===== config.mk =====
export PLATFORM = sky130hd
export DESIGN_NAME = dcache_controller
export DESIGN_NICKNAME = d
export VERILOG_FILES = /design/src/common/dcache_pkg.sv /design/src/dcache/dcache_controller.sv
export SDC_FILE = /design/constraint.sdc
export NUM_CORES = 1
export LEC_CHECK = 0
export BUFFER_PORTS_ARGS = -buffer_cell sky130_fd_sc_hd__buf_2
export CAP_MARGIN = 20
export CORE_MARGIN = 1
export CORE_UTILIZATION = 48
export CTS_CLUSTER_DIAMETER = 30
export DETAILED_ROUTE_END_ITERATION = 16
export GPL_TIMING_DRIVEN = 0
export PLACE_DENSITY = 0.76
export SYNTH_ARGS = -nofsm -noshare
export SYNTH_HDL_FRONTEND = slang
export SYNTH_SLANG_ARGS = --single-unit

===== constraint.sdc =====
create_clock -name clk -period 2.05 [get_ports clk]
set_input_delay 0.41 -clock clk [delete_from_list [all_inputs] [get_ports clk]]
set_output_delay 0.41 -clock clk [all_outputs]
set_load 0.01 [all_outputs]

===== src/common/dcache_pkg.sv =====
// ==========================================================================
// Shared widths and types of the data cache. Byte addresses, 32-bit words,
// 16-byte lines. The set count is not fixed here but set at the top level.
// ==========================================================================
`default_nettype none

package dcache_pkg;

  // Widths
  localparam int ADDR_W      = 32;
  localparam int WORD_W      = 32;
  localparam int LINE_WORDS  = 4;
  localparam int LINE_W      = WORD_W * LINE_WORDS;
  localparam int OFFSET_BITS = 4;        // Byte offset within a line

  localparam int WORD_BYTES  = WORD_W / 8;
  localparam int LINE_BYTES  = LINE_W / 8;  // One data RAM lane per byte

  // Load/store request, valid for one cycle with lsu_req_valid_i
  typedef struct packed {
    logic                  we;       // Store
    logic [ADDR_W-1:0]     addr;     // Word aligned
    logic [WORD_W-1:0]     wdata;
    logic [WORD_BYTES-1:0] be;       // Byte enables, stores only
  } lsu_req_t;

  // Whole-line memory transfer
  typedef struct packed {
    logic              we;           // Writeback of a victim
    logic [ADDR_W-1:0] addr;         // Line aligned
    logic [LINE_W-1:0] line;         // Ignored on fills
  } mem_req_t;

  // Controller states
  // Hit responses and the cycle after a fill run in IDLE with a pending flag
  typedef enum logic [2:0] {
    IDLE,
    LOOKUP,        // Tag compare on the RAM read
    WRITEBACK,     // Dirty victim out
    FILL,          // Line in from memory
    FLUSH_READ,    // RAM read at the flush index
    FLUSH_CHECK,   // Dirty test for that set
    FLUSH_WB       // Writeback, then clean
  } ctrl_state_t;

endpackage

`default_nettype wire


===== src/dcache/dcache_controller.sv =====
// ==========================================================================
// Cache sequencer. Hit load answers in LOOKUP, hit store and post-fill
// responses take one more cycle in IDLE. One memory transfer at a time.
// ==========================================================================
`default_nettype none

module dcache_controller #(
  parameter int NUM_SETS = 64
) (
  input  logic                        clk,
  input  logic                        rst_n,
  input  logic                        lsu_req_valid_i,
  input  logic                        req_we_i,
  input  logic                        flush_i,
  input  logic                        hit_i,
  input  logic                        victim_dirty_i,
  input  logic                        mem_done_i,
  output logic                        latch_req_o,
  output logic                        lookup_o,
  output logic                        store_hit_o,
  output logic                        fill_wr_o,
  output logic                        clean_wr_o,
  output logic                        use_flush_idx_o,
  output logic [$clog2(NUM_SETS)-1:0] flush_idx_o,
  output logic                        wb_sel_o,
  output logic                        mem_req_valid_o,
  output logic                        mem_we_o,
  output logic                        lsu_rsp_valid_o,
  output logic                        flush_done_o
);

  import dcache_pkg::*;

  localparam int IDX_W = $clog2(NUM_SETS);

  ctrl_state_t      state_q, state_d;
  logic [IDX_W-1:0] flush_idx_q, flush_idx_d;
  logic             pend_q, pend_d;        // Response cycle due
  logic             busy_q;                // Memory transfer outstanding
  logic             done_q, done_d;
  logic             we_q;
  logic             step_set;

  always_ff @(posedge clk) begin
    if (!rst_n) begin
      state_q     <= IDLE;
      flush_idx_q <= '0;
      pend_q      <= 1'b0;
      busy_q      <= 1'b0;
      done_q      <= 1'b0;
    end else begin
      state_q     <= state_d;
      flush_idx_q <= flush_idx_d;
      pend_q      <= pend_d;
      done_q      <= done_d;
      if (mem_req_valid_o) busy_q <= 1'b1;
      else if (mem_done_i) busy_q <= 1'b0;
    end
  end

  always_ff @(posedge clk) begin
    if (latch_req_o) we_q <= req_we_i;
  end

  always_comb begin
    state_d         = state_q;
    flush_idx_d     = flush_idx_q;
    pend_d          = 1'b0;
    done_d          = 1'b0;
    step_set        = 1'b0;
    latch_req_o     = 1'b0;
    lookup_o        = 1'b0;
    store_hit_o     = 1'b0;
    fill_wr_o       = 1'b0;
    clean_wr_o      = 1'b0;
    use_flush_idx_o = 1'b0;
    wb_sel_o        = 1'b0;
    mem_we_o        = 1'b0;
    lsu_rsp_valid_o = 1'b0;
    unique case (state_q)
      IDLE: begin
        if (pend_q) begin
          lsu_rsp_valid_o = 1'b1;
          store_hit_o     = we_q;
        end else if (lsu_req_valid_i) begin
          latch_req_o = 1'b1;
          lookup_o    = 1'b1;
          state_d     = LOOKUP;
        end else if (flush_i) begin
          flush_idx_d = '0;
          state_d     = FLUSH_READ;
        end
      end
      LOOKUP: begin
        if (hit_i) begin
          lsu_rsp_valid_o = !we_q;  // Stores write next cycle
          pend_d          = we_q;
          state_d         = IDLE;
        end else begin
          state_d = victim_dirty_i ? WRITEBACK : FILL;
        end
      end
      WRITEBACK: begin
        wb_sel_o = 1'b1;
        mem_we_o = 1'b1;
        if (mem_done_i) state_d = FILL;
      end
      FILL: begin
        if (mem_done_i) begin
          fill_wr_o = 1'b1;
          pend_d    = 1'b1;
          state_d   = IDLE;
        end
      end
      FLUSH_READ: begin
        use_flush_idx_o = 1'b1;
        lookup_o        = 1'b1;
        state_d         = FLUSH_CHECK;
      end
      FLUSH_CHECK: begin
        use_flush_idx_o = 1'b1;
        if (victim_dirty_i) state_d = FLUSH_WB;
        else step_set = 1'b1;
      end
      FLUSH_WB: begin
        use_flush_idx_o = 1'b1;
        wb_sel_o        = 1'b1;
        mem_we_o        = 1'b1;
        if (mem_done_i) begin
          clean_wr_o = 1'b1;
          step_set   = 1'b1;
        end
      end
      default: state_d = IDLE;
    endcase

    // Advance the flush walk
    if (step_set) begin
      if (flush_idx_q == IDX_W'(NUM_SETS - 1)) begin
        done_d  = 1'b1;
        state_d = IDLE;
      end else begin
        flush_idx_d = flush_idx_q + 1'b1;
        state_d     = FLUSH_READ;
      end
    end
  end

  // First cycle of a transfer state only
  assign mem_req_valid_o = (state_q inside {WRITEBACK, FILL, FLUSH_WB}) && !busy_q;
  assign flush_idx_o     = flush_idx_q;
  assign flush_done_o    = done_q;

  a_req_in_idle: assert property (@(posedge clk) disable iff (!rst_n)
    (lsu_req_valid_i || flush_i) |-> (state_q == IDLE && !pend_q))
    else $error("request or flush while cache busy");

  a_done_outstanding: assert property (@(posedge clk) disable iff (!rst_n)
    mem_done_i |-> busy_q)
    else $error("memory done without a request");

endmodule

`default_nettype wire


==> run_results.csv <==
group,metric,value,unit
outcome,status,"finished clean",
timing,rsz0062_at_grt,"no",
pwr,p_total,601,uW
final_layout,fin_util,62.1,%
final_layout,seqCellArea,270,sq um
setup_path,end_kind,"output pin",
clock_tree,cts_buffers,3,
run,maxCapViolCount,0,
worst_hold_path,hold_end,"we_q",
setup_path,crit_cells,4,
setup_path,start_kind,"register",
synthesis,avgSynthCellArea,7.91,sq um
placement,io_buffer_count,23,
setup_path,arrival,1.50,ns
timing,fin_crit_sh,93.4,%
placement,hpwl,1340,um
synthesis,syn-num-nets,106,
route,drc,0,
final_layout,syn2layout_area_growth,22.0,%
timing,final.setup.tns,0,ns
setup_path,regToRegEndpoint,"flush_idx_o[2]",
synthesis,muxShareOfSynthArea,0,%
synthesis,synth_largest_area_cell,"dfxtp_1",
timing,fin_hold_ws,0.313,ns
final_layout,fillers,153,
synthesis,ys_seq_area_share,35.2,%
timing,period_needed,1.91,ns
synthesis,async_flop_share,0,%
die,rows,14,
die,die_h,42.0,um
final_layout,diodes,0,
setup_path,required,1.64,ns
timing,maxSlewViolCount,0,
setup_path,critPathBufInv,3,
route,num_vias,809,
die,fp.coreArea,1510,sq um
placement,gp_congestion,0.798,
synthesis,synth_fa_ha_area_share,1.63,%
synthesis,ys_seq_elements,13,
synthesis,ys_types,40,
global_routing,grt_remaining_overflow,0,
final_layout,finalNetCount,134,
synthesis,synth_ff_type,"dfxtp_1",
final_layout,drive_gt1_share,28.2,%
clock_tree,cts_max_level,1,
global_routing,grt.total_usage,20.9,%
worst_hold_path,min_from,"req_we_i",
synthesis,yosys-top-cells-area,"dfxtp_1 (31%), a21oi_1 (6.5%), nand2b_1 (4.1%)",
setup_path,critPathMaxFanout,10,
setup_path,startpoint,"state_q[1]",
synthesis,synth_top_area_share,31.3,%
clock_tree,worstSkewPairLatency,0.27,ns
synthesis,postSynthCellCount,97,
setup_path,crit_chain,"buf_2 -> inv_2 -> a211oi_1 -> buf_2",
synthesis,synth.most_common_cell,"dfxtp_1",
synthesis,synth_edf_count,1,
synthesis,synth_top_family_by_area,"simple AND/OR/NAND/NOR gates",
setup_path,critical-path-max-stage-delay,0.44,ns
synthesis,synth-simple-area-share,33.3,%
timing,setup_violations,0,
pwr,ir_worst_vdd,0.000362,V
route,ant_nets,0,
clock_tree,clockBufferDepth,2,
setup_path,reg2regPathDepth,5,
route,dr.pass1.iters,4,
setup_path,r2r_start,"flush_idx_o[0]",
timing,maxSlewHeadroom,74.7,%
final_layout,multi_input_area,459,sq um
pwr,p_per_area,642,nW/um^2
route,wl_per_cell,12.6,um
timing,tightest_slew,0.380,ns
placement,dpl.cell_count,136,
route,finalWirelength,1760,um
worst_hold_path,hold_depth,1,
die,initial_core_util,50.9,%
synthesis,syn-cell-area,767,sq um
route,first_iter_violations,29,
synthesis,yosysWarningCount,0,
global_routing,grt_antenna_before_repair,0,
worst_hold_path,worstHoldPathType,"in -> reg",
synthesis,synth_common_cells,"dfxtp_1 (12), a21oi_1 (10), nor2_1 (8)",
clock_tree,root_buffer,"clkbuf_4",
final_layout,instances_no_fill,140,
clock_tree,cts_tree,"done",
global_routing,grt_max_degree,11,
timing,fmax,0.522,GHz
setup_path,slowest_stage,"dfxtp_1",
timing,hold_viol_final,0,
die,die-area,1760,sq um
setup_path,reg2reg_slack,0.38,ns
global_routing,grt_pass1_wl,2880,um
pwr,p_leak,0.413,nW
clock_tree,path_clk_slew,0.07,ns
setup_path,crit_type,"reg -> out",
route,viasPerCell,5.78,
synthesis,synth-compound-area-share,23.0,%
clock_tree,ctsHoldBuffers,0,
setup_path,cp_top_family,"buffers and inverters",
clock_tree,cts_setup_buffers,0,
global_routing,grt_pass1_vias,661,
synthesis,synth_xor_xnor_area_share,1.14,%
die,die_x,42.0,um
setup_path,crit_path_frequent_cell,"buf_2",
die,num_io_pins,25,
clock_tree,clkSinkCount,13,
timing,skew,0.00618,ns
[routing by layer]
metal	part of all wire (%)	global-route usage, %	vias to the layer above
met5	0	0	-
met4	0	3.23	0
met3	4.3	6.47	0
met2	46	31.3	15
met1	50	30.1	381
li1	-	-	413
[worst reg2reg max path: cells and delay by family, from the launching register on]
kind            cells  cell delay, ns
compound gates      2            0.48
simple gates        2            0.45
flops               1            0.36
fa+ha+maj           1            0.26
[metrics by stage]
| stage | cell area, sq um | setup WS (ns) |
|---|---|---|
| final | 936 | 0.136 |
| after global routing | 936 | 0.0423 |
| after CTS | 928 | 0.0680 |
| after detailed placement | 902 | 0.374 |
| after global placement | 902 | 0.396 |
| after floorplan | 767 | 0.433 |
[cell families (layout without fill, tap and decap cells)]
logic type,Yosys count,in the layout
adders and majority gates,1,1
xor gates and xnor gates,1,1
DFF,13,13
AOI/OAI and AO/OA,27,27
and+or+nand+nor,45,45
buffers and inverters,10,37
[area by class of cell]
class / instances / area share [%]
Multi-Input combinational cell: 74 / 49.1
Sequential cell: 13 / 28.9
Timing Repair Buffer: 23 / 12.3
Buffer: 6 / 3.21
Clock buffer: 4 / 2.81
Tap cell: 16 / 2.14
Inverter: 4 / 1.60
[cells in the final DEF (no fill, tap or decap), types with 2 or more instances in the layout]
| master | netlist | layout |
|---|---|---|
| a21oi_1 | 10 | 10 |
| and3_1 | 2 | 2 |
| buf_2 | 2 | 25 |
| clkbuf_1 | 3 | 3 |
| clkbuf_4 | 0 | 3 |
| dfxtp_1 | 12 | 12 |
| inv_1 | 3 | 3 |
| nand2_1 | 7 | 7 |
| nand2b_1 | 5 | 5 |
| nand3_1 | 5 | 5 |
| nor2_1 | 8 | 8 |
| nor3_1 | 5 | 5 |
| o211ai_1 | 2 | 2 |
| o21ai_1 | 3 | 3 |
| o22ai_1 | 3 | 3 |
| or2_1 | 2 | 2 |
[sequential cells by signal, indices dropped and copies added, names as in the netlist]
name          flops
pend_q            1
flush_idx_o       6
we_q              1
busy_q            1
flush_done_o      1
state_q           3
[where the power goes]
group	switching [mW]	total (mW)	internal [mW]
combinational	0.0942	0.161	0.0670
clock	0.0791	0.155	0.0754
sequential	0.0151	0.285	0.270
total	0.188	0.601	0.413
[worst max path at each step]
stage / end / slack, ns
global route: mem_req_valid_o / 0.04
CTS: latch_req_o / 0.07
finish: mem_req_valid_o / 0.14
global placement: latch_req_o / 0.40
detailed placement: latch_req_o / 0.37
floorplan: latch_req_o / 0.43
[what timing repair did]
item	CTS	global route
gates resized for setup	0	3
hold endpoints to repair	0	0
setup endpoints to repair	0	2
(Power assumes the default switching activity.)
